<file path="src/nes_loader_pkg.sv">
// Shared constants and types for the iNES cartridge loader
// Import into any module that needs the flags word, the header byte 8
// decode or the loader phases
package nes_loader_pkg;

	localparam int addr_w = 22; // Cartridge memory address width

	// CHR data lives in the upper half of cartridge memory
	localparam logic [addr_w-1:0] chr_base = {1'b1, {(addr_w - 1){1'b0}}};

	localparam int prg_page_shift = 14; // 16 KiB PRG pages
	localparam int chr_page_shift = 13; // 8 KiB CHR pages

	localparam int header_len = 16;

	// "NES" followed by an MS-DOS end of file
	localparam logic [31:0] ines_magic = {8'h4E, 8'h45, 8'h53, 8'h1A};

	// Mapper flags word, highest field first
	typedef struct packed {
		logic [5:0] pad;         // Always zero
		logic       saves;       // Battery backed save RAM
		logic [7:0] nes20_byte8; // Submapper and mapper bits 8..11
		logic       four_screen;
		logic       chr_ram;     // No CHR ROM on the cartridge
		logic       mirroring;   // 1 for vertical
		logic [2:0] chr_size;
		logic [2:0] prg_size;
		logic [7:0] mapper;
	} mapper_flags_t;

	// Header byte 8 means different things under the two header formats
	typedef union packed {
		struct packed {
			logic [3:0] submapper;
			logic [3:0] mapper_hi;
		} nes20;
		logic [7:0] prg_ram_units; // Legacy iNES, 8 KiB units
	} hdr_byte8_u;

	typedef enum logic [2:0] {
		phase_header,
		phase_prg,
		phase_chr,
		phase_done,
		phase_error
	} load_phase_t;

endpackage

</file>
<file path="src/ines_header_parser.sv">
// Collects the 16 byte iNES header and decodes it into the mapper flags word
// Feed bytes on hdr_valid; results are valid from the hdr_done pulse until
// the next header starts
`timescale 1ns/10ps

module ines_header_parser (
	input  logic                          clk,
	input  logic                          reset_nes,
	input  logic                          hdr_valid,
	input  logic [7:0]                    hdr_byte,
	input  logic                          invert_mirroring,
	output logic                          hdr_done,
	output logic                          hdr_ok,
	output nes_loader_pkg::mapper_flags_t flags,
	output logic [7:0]                    prg_pages,
	output logic [7:0]                    chr_pages
);
	import nes_loader_pkg::*;

	localparam int cnt_w = $clog2(header_len);

	logic [7:0]       hdr_mem [header_len];
	logic [cnt_w-1:0] byte_cnt;
	hdr_byte8_u       byte8;
	logic             is_nes20;
	logic             is_dirty;
	logic             magic_ok;

	// Smallest k with pages <= 2**k, saturating at 7
	function automatic logic [2:0] size_code(input logic [7:0] pages);
		logic [2:0] code;
		code = 3'd7;
		for (int k = 6; k >= 0; k--) begin
			if ({1'b0, pages} <= (9'd1 << k))
				code = k[2:0];
		end
		return code;
	endfunction

	// Header byte store
	always_ff @(posedge clk) begin
		if (hdr_valid)
			hdr_mem[byte_cnt] <= hdr_byte;
	end

	always_ff @(posedge clk) begin
		if (reset_nes) begin
			byte_cnt <= '0;
			hdr_done <= 1'b0;
		end else begin
			hdr_done <= hdr_valid && (byte_cnt == cnt_w'(header_len - 1)); // After the last byte
			if (hdr_valid)
				byte_cnt <= byte_cnt + 1'b1; // Wraps back to 0 for the next image
		end
	end

	assign prg_pages = hdr_mem[4];
	assign chr_pages = hdr_mem[5];
	assign byte8     = hdr_mem[8];

	assign magic_ok = ({hdr_mem[0], hdr_mem[1], hdr_mem[2], hdr_mem[3]} == ines_magic);
	assign hdr_ok   = magic_ok && !hdr_mem[6][2]; // Trainers are not supported

	assign is_nes20 = (hdr_mem[7][3:2] == 2'b10);

	// Old dumping tools left junk in the tail of legacy headers
	assign is_dirty = !is_nes20 && ((hdr_mem[9][7:1] != 7'd0)
		|| (hdr_mem[10] != 8'd0)
		|| (hdr_mem[11] != 8'd0)
		|| (hdr_mem[12] != 8'd0)
		|| (hdr_mem[13] != 8'd0)
		|| (hdr_mem[14] != 8'd0)
		|| (hdr_mem[15] != 8'd0));

	always_comb begin
		flags = '0;
		flags.mapper      = {is_dirty ? 4'h0 : hdr_mem[7][7:4], hdr_mem[6][7:4]};
		flags.prg_size    = size_code(prg_pages);
		flags.chr_size    = size_code(chr_pages);
		flags.mirroring   = hdr_mem[6][0] ^ invert_mirroring;
		flags.chr_ram     = (chr_pages == 8'd0);
		flags.four_screen = hdr_mem[6][3];
		flags.saves       = hdr_mem[6][1];
		// Byte 8 only carries mapper data in NES 2.0 headers
		if (is_nes20)
			flags.nes20_byte8 = {byte8.nes20.submapper, byte8.nes20.mapper_hi};
		else
			flags.nes20_byte8 = 8'h00;
	end

endmodule

</file>
<file path="src/rom_address_gen.sv">
// Address generator for the PRG and CHR payload sections
// Load with start_prg, then step once per written byte; moves to the CHR
// section by itself and pulses finished after the last byte
`timescale 1ns/10ps

module rom_address_gen (
	input  logic                             clk,
	input  logic                             reset_nes,
	input  logic                             start_prg,
	input  logic [7:0]                       prg_pages,
	input  logic [7:0]                       chr_pages,
	input  logic                             step,
	output logic [nes_loader_pkg::addr_w-1:0] addr,
	output logic                             in_chr,
	output logic                             finished
);
	import nes_loader_pkg::*;

	logic [addr_w-1:0] remaining; // Bytes left in the current section
	logic [addr_w-1:0] prg_bytes;
	logic [addr_w-1:0] chr_bytes;
	logic              active;
	logic              last_byte;

	assign prg_bytes = addr_w'(prg_pages) << prg_page_shift;
	assign chr_bytes = addr_w'(chr_pages) << chr_page_shift;
	assign last_byte = (remaining == addr_w'(1));

	always_ff @(posedge clk) begin
		if (reset_nes) begin
			addr      <= '0;
			remaining <= '0;
			active    <= 1'b0;
			in_chr    <= 1'b0;
			finished  <= 1'b0;
		end else begin
			finished <= 1'b0;
			if (start_prg) begin
				addr   <= '0;
				in_chr <= 1'b0;
				if (prg_pages != 8'd0) begin
					remaining <= prg_bytes;
					active    <= 1'b1;
				end else if (chr_pages != 8'd0) begin // CHR only image
					remaining <= chr_bytes;
					addr      <= chr_base;
					in_chr    <= 1'b1;
					active    <= 1'b1;
				end else begin
					active   <= 1'b0;
					finished <= 1'b1;
				end
			end else if (active && step) begin
				if (!last_byte) begin
					addr      <= addr + 1'b1;
					remaining <= remaining - 1'b1;
				end else if (!in_chr && chr_pages != 8'd0) begin
					// End of PRG, continue with CHR
					addr      <= chr_base;
					remaining <= chr_bytes;
					in_chr    <= 1'b1;
				end else begin
					addr      <= addr + 1'b1;
					remaining <= '0;
					active    <= 1'b0;
					finished  <= 1'b1;
				end
			end
		end
	end

endmodule

</file>
<file path="src/load_controller.sv">
// Load sequencer: buffers the incoming image, feeds the header parser and
// issues payload writes. Upstream holds BUF_DEPTH credits, refunded on
// in_credit; memory hands back write credits on mem_credit
`timescale 1ns/10ps

module load_controller #(
	parameter int BUF_DEPTH   = 4,
	parameter int MEM_CREDITS = 2
) (
	input  logic                              clk,
	input  logic                              reset_nes,
	input  logic                              in_valid,
	input  logic [7:0]                        in_data,
	input  logic                              mem_credit,
	input  logic                              hdr_done,
	input  logic                              hdr_ok,
	input  nes_loader_pkg::mapper_flags_t     flags,
	input  logic [nes_loader_pkg::addr_w-1:0] addr,
	input  logic                              in_chr,
	input  logic                              finished,
	output logic                              in_credit,
	output logic                              hdr_valid,
	output logic [7:0]                        hdr_byte,
	output logic                              start_prg,
	output logic                              step,
	output logic                              mem_write,
	output logic [nes_loader_pkg::addr_w-1:0] mem_addr,
	output logic [7:0]                        mem_data,
	output nes_loader_pkg::mapper_flags_t     mapper_flags,
	output logic                              flags_valid,
	output logic                              busy,
	output logic                              done,
	output logic                              error
);
	import nes_loader_pkg::*;

	localparam int ptr_w  = (BUF_DEPTH > 1) ? $clog2(BUF_DEPTH) : 1;
	localparam int fill_w = $clog2(BUF_DEPTH + 1);
	localparam int cred_w = $clog2(MEM_CREDITS + 1);
	localparam int hcnt_w = $clog2(header_len + 1);

	localparam logic [ptr_w-1:0] last_ptr = ptr_w'(BUF_DEPTH - 1);

	logic [7:0]        buf_mem [BUF_DEPTH];
	logic [ptr_w-1:0]  wr_ptr;
	logic [ptr_w-1:0]  rd_ptr;
	logic [fill_w-1:0] fill;
	logic [cred_w-1:0] mem_cred;
	logic [hcnt_w-1:0] hdr_cnt;
	load_phase_t       phase;
	logic              have_byte;
	logic              pop;
	logic              payload;

	assign have_byte = (fill != '0);
	assign payload   = (phase == phase_prg) || (phase == phase_chr);

	always_comb begin
		case (phase)
			phase_header: pop = have_byte && (hdr_cnt != hcnt_w'(header_len));
			phase_prg,
			phase_chr:    pop = have_byte && (mem_cred != '0); // Stall on memory back-pressure
			default:      pop = have_byte; // Drain whatever is left
		endcase
	end

	assign hdr_valid = pop && (phase == phase_header);
	assign hdr_byte  = buf_mem[rd_ptr];
	assign mem_write = pop && payload;
	assign mem_addr  = addr;
	assign mem_data  = buf_mem[rd_ptr];
	assign step      = mem_write;
	assign start_prg = hdr_done && hdr_ok && (phase == phase_header);

	// Input FIFO, the source never pushes without a credit
	always_ff @(posedge clk) begin
		if (in_valid)
			buf_mem[wr_ptr] <= in_data;
	end

	always_ff @(posedge clk) begin
		if (reset_nes) begin
			wr_ptr    <= '0;
			rd_ptr    <= '0;
			fill      <= '0;
			in_credit <= 1'b0;
		end else begin
			in_credit <= pop; // One credit back per byte taken
			if (in_valid)
				wr_ptr <= (wr_ptr == last_ptr) ? '0 : wr_ptr + 1'b1;
			if (pop)
				rd_ptr <= (rd_ptr == last_ptr) ? '0 : rd_ptr + 1'b1;
			case ({in_valid, pop})
				2'b10:   fill <= fill + 1'b1;
				2'b01:   fill <= fill - 1'b1;
				default: ;
			endcase
		end
	end

	always_ff @(posedge clk) begin
		if (reset_nes) begin
			mem_cred <= cred_w'(MEM_CREDITS);
		end else begin
			case ({mem_write, mem_credit})
				2'b10:   mem_cred <= mem_cred - 1'b1;
				2'b01:   mem_cred <= mem_cred + 1'b1;
				default: ;
			endcase
		end
	end

	always_ff @(posedge clk) begin
		if (hdr_done)
			mapper_flags <= flags;
	end

	always_ff @(posedge clk) begin
		if (reset_nes) begin
			phase       <= phase_header;
			hdr_cnt     <= '0;
			flags_valid <= 1'b0;
			busy        <= 1'b0;
			done        <= 1'b0;
			error       <= 1'b0;
		end else begin
			if (hdr_valid)
				hdr_cnt <= hdr_cnt + 1'b1;
			if (in_valid && phase == phase_header)
				busy <= 1'b1; // First byte of the image
			case (phase)
				phase_header: begin
					if (hdr_done) begin
						flags_valid <= 1'b1;
						if (hdr_ok) begin
							phase <= phase_prg;
						end else begin
							phase <= phase_error;
							error <= 1'b1;
							done  <= 1'b1;
							busy  <= 1'b0;
						end
					end
				end
				phase_prg, phase_chr: begin
					if (finished) begin
						phase <= phase_done;
						done  <= 1'b1;
						busy  <= 1'b0;
					end else if (in_chr) begin
						phase <= phase_chr;
					end
				end
				default: ; // Done and error hold until reset
			endcase
		end
	end

endmodule

</file>
<file path="src/nes_loader_top.sv">
// iNES cartridge loader top level
// Takes the image as a credit flow controlled byte stream and writes PRG
// and CHR into cartridge memory, also credit flow controlled
`timescale 1ns/10ps

module nes_loader_top #(
	parameter int BUF_DEPTH   = 4,
	parameter int MEM_CREDITS = 2
) (
	input  logic                              clk,
	input  logic                              reset_nes,
	input  logic                              in_valid,
	input  logic [7:0]                        in_data,
	input  logic                              invert_mirroring,
	input  logic                              mem_credit,
	output logic                              in_credit,
	output logic                              mem_write,
	output logic [nes_loader_pkg::addr_w-1:0] mem_addr,
	output logic [7:0]                        mem_data,
	output nes_loader_pkg::mapper_flags_t     mapper_flags,
	output logic                              flags_valid,
	output logic                              busy,
	output logic                              done,
	output logic                              error
);
	import nes_loader_pkg::*;

	logic              hdr_valid;
	logic [7:0]        hdr_byte;
	logic              hdr_done;
	logic              hdr_ok;
	mapper_flags_t     flags;
	logic [7:0]        prg_pages;
	logic [7:0]        chr_pages;
	logic              start_prg;
	logic              step;
	logic [addr_w-1:0] addr;
	logic              in_chr;
	logic              finished;

	load_controller #(
		.BUF_DEPTH   (BUF_DEPTH),
		.MEM_CREDITS (MEM_CREDITS)
	) u_load_controller (
		.clk          (clk),
		.reset_nes    (reset_nes),
		.in_valid     (in_valid),
		.in_data      (in_data),
		.mem_credit   (mem_credit),
		.hdr_done     (hdr_done),
		.hdr_ok       (hdr_ok),
		.flags        (flags),
		.addr         (addr),
		.in_chr       (in_chr),
		.finished     (finished),
		.in_credit    (in_credit),
		.hdr_valid    (hdr_valid),
		.hdr_byte     (hdr_byte),
		.start_prg    (start_prg),
		.step         (step),
		.mem_write    (mem_write),
		.mem_addr     (mem_addr),
		.mem_data     (mem_data),
		.mapper_flags (mapper_flags),
		.flags_valid  (flags_valid),
		.busy         (busy),
		.done         (done),
		.error        (error)
	);

	ines_header_parser u_ines_header_parser (
		.clk              (clk),
		.reset_nes        (reset_nes),
		.hdr_valid        (hdr_valid),
		.hdr_byte         (hdr_byte),
		.invert_mirroring (invert_mirroring),
		.hdr_done         (hdr_done),
		.hdr_ok           (hdr_ok),
		.flags            (flags),
		.prg_pages        (prg_pages),
		.chr_pages        (chr_pages)
	);

	rom_address_gen u_rom_address_gen (
		.clk       (clk),
		.reset_nes (reset_nes),
		.start_prg (start_prg),
		.prg_pages (prg_pages),
		.chr_pages (chr_pages),
		.step      (step),
		.addr      (addr),
		.in_chr    (in_chr),
		.finished  (finished)
	);

endmodule

</file>
<file path="config.mk">
export PLATFORM = sky130hd
export DESIGN_NAME = nes_loader_top
export DESIGN_NICKNAME = d
export VERILOG_FILES = /design/src/nes_loader_pkg.sv /design/src/ines_header_parser.sv /design/src/rom_address_gen.sv /design/src/load_controller.sv /design/src/nes_loader_top.sv
export SDC_FILE = /design/constraint.sdc
export NUM_CORES = 1
export LEC_CHECK = 0
export ABC_AREA = 1
export CAP_MARGIN = 20
export CORE_ASPECT_RATIO = 0.7
export CORE_UTILIZATION = 35
export CTS_BUF_LIST = sky130_fd_sc_hd__clkbuf_2
export CTS_CLUSTER_SIZE = 10
export DETAILED_ROUTE_END_ITERATION = 16
export DONT_BUFFER_PORTS = 1
export GPL_TIMING_DRIVEN = 0
export SLEW_MARGIN = 10
export SYNTH_ARGS = -nofsm -noshare
export SYNTH_HDL_FRONTEND = slang
export SYNTH_HIERARCHICAL = 1
export SYNTH_SLANG_ARGS = --single-unit
</file>
<file path="constraint.sdc">
create_clock -name clk -period 3.5 [get_ports clk]
set_clock_uncertainty 0.2 [all_clocks]
set_input_delay 0.175 -clock clk [delete_from_list [all_inputs] [get_ports clk]]
set_output_delay 0.175 -clock clk [all_outputs]
set_load 0.01 [all_outputs]
</file>
==> impl_metrics.yaml, run 1 <==
yosys:
  synthCells: 1202
  synth_largest_area_cell: "edfxtp_1"
  asyncSetResetFlopFracSynth_pct: 0
  yosys_warnings: 6
  ys_top_cells_by_count: "nand2_1 (208), nor2_1 (198), edfxtp_1 (189)"
  synthTopCellsByArea: "edfxtp_1 (48%), dfxtp_1 (13%), nand2_1 (6.5%)"
  synth_top_area_share_pct: 47.5
  yosysMostFrequentCell: "nand2_1"
  ys_seq_elements: 265
  yosysUniqueCellTypes: 48
  syn_avg_cell_area_um2: 9.93
  synth_area_um2: 11900
  synth_edf_count: 189
  ys_seq_area_share_pct: 60.3
  synth_ff_type: "edfxtp_1"
cells_and_area:
  regArea_um2: 7200
  drive_gt1_share_pct: 20.0
  finish.net_count: 1342
  multi_input_area_um2: 3850
  fillers: 3298
  area_growth_pct: 13.4
  final_area_um2: 13500
critical_path:
  start_kind: "flop"
  rr_worst_depth: 12
  end_kind: "primary output"
  cp_data_required_time_ps: 3120
  crit_arrival_ps: 2630
  crit_fanout: 10
  path_class: "flop to primary output"
clocking:
  cts_root_buf: "clkbuf_2"
  cts_buffers: 69
  clockBufferDepth: 3
  postCtsResizedCells: 0
  postCtsSetupBuffers: 0
  cts_tree: "done"
  htreeDepth: 3
  path_clk_slew_ps: 80
  worstSkewPairLatency_ps: 910
  cts.sinks: 265
grt:
  overflow: 0
  grtUsageTotal_pct: 15.9
  grt_max_degree: 33
  first_global_vias: 8047
  antenna_found_initial: 1
  grt_pass1_wl_um: 43000
power:
  p_leak_nw: 5.38
  max-vdd-ir-drop_mv: 0.289
  power_density_nw_per_um2: 538
  power_frac_seq_pct: 53.2
  switchingPower_w: 0.00220
  pwr-share-comb_pct: 17.4
  p_int_w: 0.00509
  switching_share_pct: 30.2
  clockPowerShare_pct: 29.4
placement:
  io_buffers: 0
  place_area_um2: 12700
  finalWeightedCongestion: 0.918
  hpwl_um: 18200
sta:
  hold_viol: 0
  worst_pin_slew_ps: 845
  period_share_pct: 86.0
  fin_tns_setup_ps: 0
  maxClockFrequency_mhz: 332
  setup_violations: 0
  finalMaxSlewViolations: 0
  period_minus_slack_ps: 3010
  slew_headroom_pct: 43.5
  rsz0062_at_grt: "no"
die:
  rows: 56
  start_util_pct: 35.6
  coreArea_um2: 33600
  die_area_um2: 34900
  die_w_um: 223
  die_h_um: 157
  ios: 81
flow_run:
  max_cap_violations: 0
outcome:
  status: "complete, no violations"
route:
  routed_wl_um: 26900
  wl_per_cell_um: 15.0
  vias: 8530
  drc_errors: 0
  antenna_left: 0
  vias_per_cell: 4.76
  dr.pass1.iters: 5
  first_iter_violations: 771
min_path:
  hold_depth: 7
  hold_class: "input pin to flop"
stage by stage:
step	setup WS [ps]	hold WS, ps	util, %	instances	power (W)
after global routing	210	75.2	40.4	1791	0.00771
after global placement	81.0	51.2	37.3	1642	0.00504
after detailed placement	571	54.3	37.8	1651	0.00521
after floorplan	890	47.4	-	1207	0.00461
final	492	126	40.4	1791	0.00729
after CTS	352	18.6	40.3	1789	0.00741
per-layer routing:
layer | vias up | wire length, µm | track usage, %
met5 | - | 0 | 0
met4 | 0 | 553 | 6.21
met3 | 50 | 1950 | 4.54
met2 | 262 | 11000 | 21.9
met1 | 4001 | 13400 | 23.3
li1 | 4217 | - | -
cells in the final DEF (no fill, tap or decap), drive strengths merged, types with 9 or more instances in the layout:
cell type,n
nand2,224
nor2,221
edfxtp,189
inv,138
clkbuf,104
dfxtp,76
a21oi,72
nand3,68
buf,64
o21ai,46
dlygate4sd3,25
nand4,24
nor3,21
ha,16
clkinv,12
xor2,9
critical path, stage by stage (launching register included):
cell and delay, ps:
dfxtp_1 390, inv_1 210, buf_2 260, nor2_1 70
o22ai_2 480, buf_8 220, buf_4 130
logic make-up (layout without fill, tap and decap cells):
kind of cell	Yosys count	after routing	synth area share (%)
and+or+nand+nor	575	575	22.6
DFF	265	265	60.3
buffers and inverters	198	345	8.09
AOI/OAI and AO/OA	137	137	6.50
adders and majority gates	17	17	1.84
xor gates and xnor gates	9	9	0.660
other	1	8	0.0314
state kept, by name (all words and copies together) (netlist names), 2 cells and up, named ones only:
| signal | flops |
|---|---|
| u_ines_header_parser/hdr_mem | 125 |
| u_load_controller/buf_mem | 32 |
| u_load_controller/mapper_flags | 32 |
| u_rom_address_gen/addr | 22 |
| u_rom_address_gen/remaining | 22 |
| u_load_controller/hdr_cnt | 5 |
| u_ines_header_parser/byte_cnt | 4 |
| u_load_controller/fill | 3 |
| u_load_controller/phase | 3 |
| u_load_controller/mem_cred | 2 |
| u_load_controller/rd_ptr | 2 |
| u_load_controller/wr_ptr | 2 |
area by class of cell:
type                    instances  area share [%]
well taps                     435            4.02
plain buffers                  61            3.24
flip-flops and latches        265            53.1
clock inverters                15           0.822
clock buffers                  98            3.62
repair buffers                 34            2.83
diodes                          2          0.0369
inverters                     137            3.89
multi-input cells             744            28.4
power groups by stage:
stage	clock network [W]	registers (W)	logic (W)
3_3_place_gp	0	0.00397	0.00106
5_1_grt	0.00240	0.00391	0.00139
3_5_place_dp	0	0.00395	0.00126
6_report	0.00214	0.00388	0.00127
2_1_floorplan	0	0.00393	0.000682
4_1_cts	0.00224	0.00388	0.00129
path summary, 6_finish.rpt:
path	start	endpoint	slack, ps
worst max-delay path	flop	mem_data[6]	490
worst min-delay path	mem_credit	u_load_controller/mem_cred[1]	130
worst max register to register	u_load_controller/hdr_cnt[0]	u_load_controller/mem_cred[0]	520
worst min register to register	u_ines_header_parser/hdr_mem[6][5]	u_load_controller/mapper_flags[1]	280
what timing repair did:
action                     4_1_cts  5_1_grt
hold endpoints to repair       141        0
hold buffers                    25        0
setup endpoints to repair        0        0
(Power assumes the default switching activity.)
==> run 2: changes to the inputs <==
ABC_CLOCK_PERIOD_IN_PS = 3450   (was not set)
PLACE_DENSITY = 0.48   (was not set)
clock period = 3.45 ns   (was 3.5 ns; I/O delays follow)
==> run 2 against run 1 <==
Global-route usage grew 0.57 points. Combinational power barely moved. Sequential cell count unchanged. Cell count rose by 0.50%. Non-clock buffer count grew 2. Die area stayed put. Critical path depth grew 10. Core utilization increased by 0.15 points.
==> impl_metrics.yaml, run 2 (same netlist as run 1, synthesis figures left out) <==
clocking:
  clockBufferDepth: 3
  cts_buffers: 70
  postCtsSetupBuffers: 0
  cts_tree: "done"
  htreeDepth: 3
  cts.sinks: 265
  path_clk_slew_ps: 90
  cts_root_buf: "clkbuf_2"
  worstSkewPairLatency_ps: 940
sta:
  period_minus_slack_ps: 3040
  maxClockFrequency_mhz: 328
  finalMaxSlewViolations: 0
  hold_viol: 0
  period_share_pct: 88.2
  slew_headroom_pct: 44.7
  setup_violations: 0
  worst_pin_slew_ps: 827
  rsz0062_at_grt: "no"
cells_and_area:
  top_regs: "u_ines_header_parser/hdr_mem: 125 flops, u_load_controller/buf_mem: 32 flops, u_load_controller/mapper_flags: 32 flops"
  layout_common_cells: "nand2_1 (208), nor2_1 (197), edfxtp_1 (189), inv_1 (115), clkbuf_2 (96)"
  multi_input_area_um2: 3850
  largest_register_ffs: 125
  regArea_um2: 7200
  regMostFlops: "u_ines_header_parser/hdr_mem"
  final_common_cell: "nand2_1"
  fin_util_pct: 40.5
  area_growth_pct: 13.9
  drive_gt1_share_pct: 19.9
  finish.net_count: 1345
  fillers: 3313
grt:
  grt_max_degree: 33
  grt_pass1_wl_um: 44000
  overflow: 0
  grtUsageTotal_pct: 16.5
  first_global_vias: 8012
  antenna_found_initial: 1
critical_path:
  r2r-end: "u_load_controller/mem_cred[1]"
  rr_worst_depth: 16
  path_class: "flop to flop"
  r2r_slack_ps: 410
  cp_data_required_time_ps: 4070
  crit_slowest_cell: "dlygate4sd3_1"
  crit_start: "u_load_controller/hdr_cnt[0]"
  cpMostUsedCell: "inv_1"
  start_kind: "flop"
  path_cells: "inv_1, ha_1, nand3_1, nand2_2, nand2_4, nand2_4, nor2_2, inv_1, ha_1, dlygate4sd3_1, inv_1, o21ai_0, a21oi_1, inv_1, a21oi_1, o21ai_0"
  crit_end: "u_load_controller/mem_cred[1]"
  worstReg2RegStart: "u_load_controller/hdr_cnt[0]"
  slowest_delay_ps: 580
  crit_fanout: 6
  end_kind: "flop"
  crit_arrival_ps: 3660
flow_run:
  max_cap_violations: 0
min_path:
  hold_start: "u_load_controller/mem_cred[1]"
  hold_class: "flop to flop"
power:
  max-vdd-ir-drop_mv: 0.267
  p_leak_nw: 5.40
  fin_total_pwr_w: 0.00745
  power_density_nw_per_um2: 548
die:
  coreArea_um2: 33600
  die_area_um2: 34900
  start_util_pct: 35.6
  ios: 81
  die_h_um: 157
  rows: 56
  die_w_um: 223
route:
  vias: 8350
  antenna_left: 0
  drc_errors: 0
  dr.pass1.iters: 5
  routed_wl_um: 27800
  first_iter_violations: 561
  vias_per_cell: 4.64
  wl_per_cell_um: 15.5
placement:
  finalWeightedCongestion: 0.845
  hpwl_um: 19100
  io_buffers: 0
outcome:
  status: "complete, no violations"
run 2: cell types whose count changed in the layout (fill, tap and decap cells not counted), sizes merged:
cell         before  now
clkbuf          104  102
clkinv           12   21
clkinvlp          0    1
diode             2    1
dlygate4sd3      25   27
run 2: how the worst min path moves through the flow:
stage	end	slack (ps)	cells after the start
floorplan	u_ines_header_parser/byte_cnt[1]	40	1
global placement	u_ines_header_parser/byte_cnt[1]	50	1
detailed placement	u_ines_header_parser/byte_cnt[1]	50	1
CTS	u_load_controller/mapper_flags[14]	190	3
global route	u_load_controller/buf_mem[0][4]	230	2
finish	u_load_controller/mem_cred[1]	280	1
run 2: timing repair:
item | CTS | global route
hold buffers | 27 | 0
hold endpoints to repair | 141 | 0
gates resized for setup | 0 | 1
setup endpoints to repair | 0 | 1
run 2: routing by layer:
layer,GRT usage (%),vias up,wire [µm]
met3,4.62,49,1650
met5,0,-,0
li1,-,4235,-
met4,6.34,0,619
met1,24.7,3858,14700
met2,22.1,208,10900
run 2: per-stage QoR:
| stage | hold slack, ps | cell area [µm²] | setup TNS, ps | instances | setup WS [ps] |
|---|---|---|---|---|---|
| floorplan | 44.9 | 12000 | 0 | 1207 | 840 |
| CTS | 189 | 13600 | 0 | 1799 | 175 |
| detailed placement | 50.3 | 12700 | 0 | 1651 | 507 |
| global route | 233 | 13600 | 0 | 1800 | 146 |
| finish | 283 | 13600 | 0 | 1800 | 406 |
| global placement | 47.9 | 12500 | -336 | 1642 | -47.7 |
run 2: cell type report:
| cell class | count | share of cell area (%) |
|---|---|---|
| inverter | 137 | 3.87 |
| multi-input combinational | 744 | 28.3 |
| tap | 435 | 4.00 |
| buffer | 61 | 3.23 |
| antenna | 1 | 0.0184 |
| sequential | 265 | 52.9 |
| clock buffer | 96 | 3.53 |
| timing repair buffer | 36 | 2.94 |
| clock inverter | 25 | 1.15 |
run 2: worst max-delay path, delay by kind of cell (launching register included):
family,cells,cell delay (ps)
buf+inv,5,870
simple gates,5,630
fa+ha+maj,2,470
flops,1,400
compound gates,4,390
run 2: power breakdown:
group / total [W] / leakage [nW] / internal, W / switching (W)
Clock: 0.00223 / 0.472 / 0.000905 / 0.00132
Sequential: 0.00394 / 2.33 / 0.00385 / 0.0000898
Combinational: 0.00129 / 2.60 / 0.000415 / 0.000871
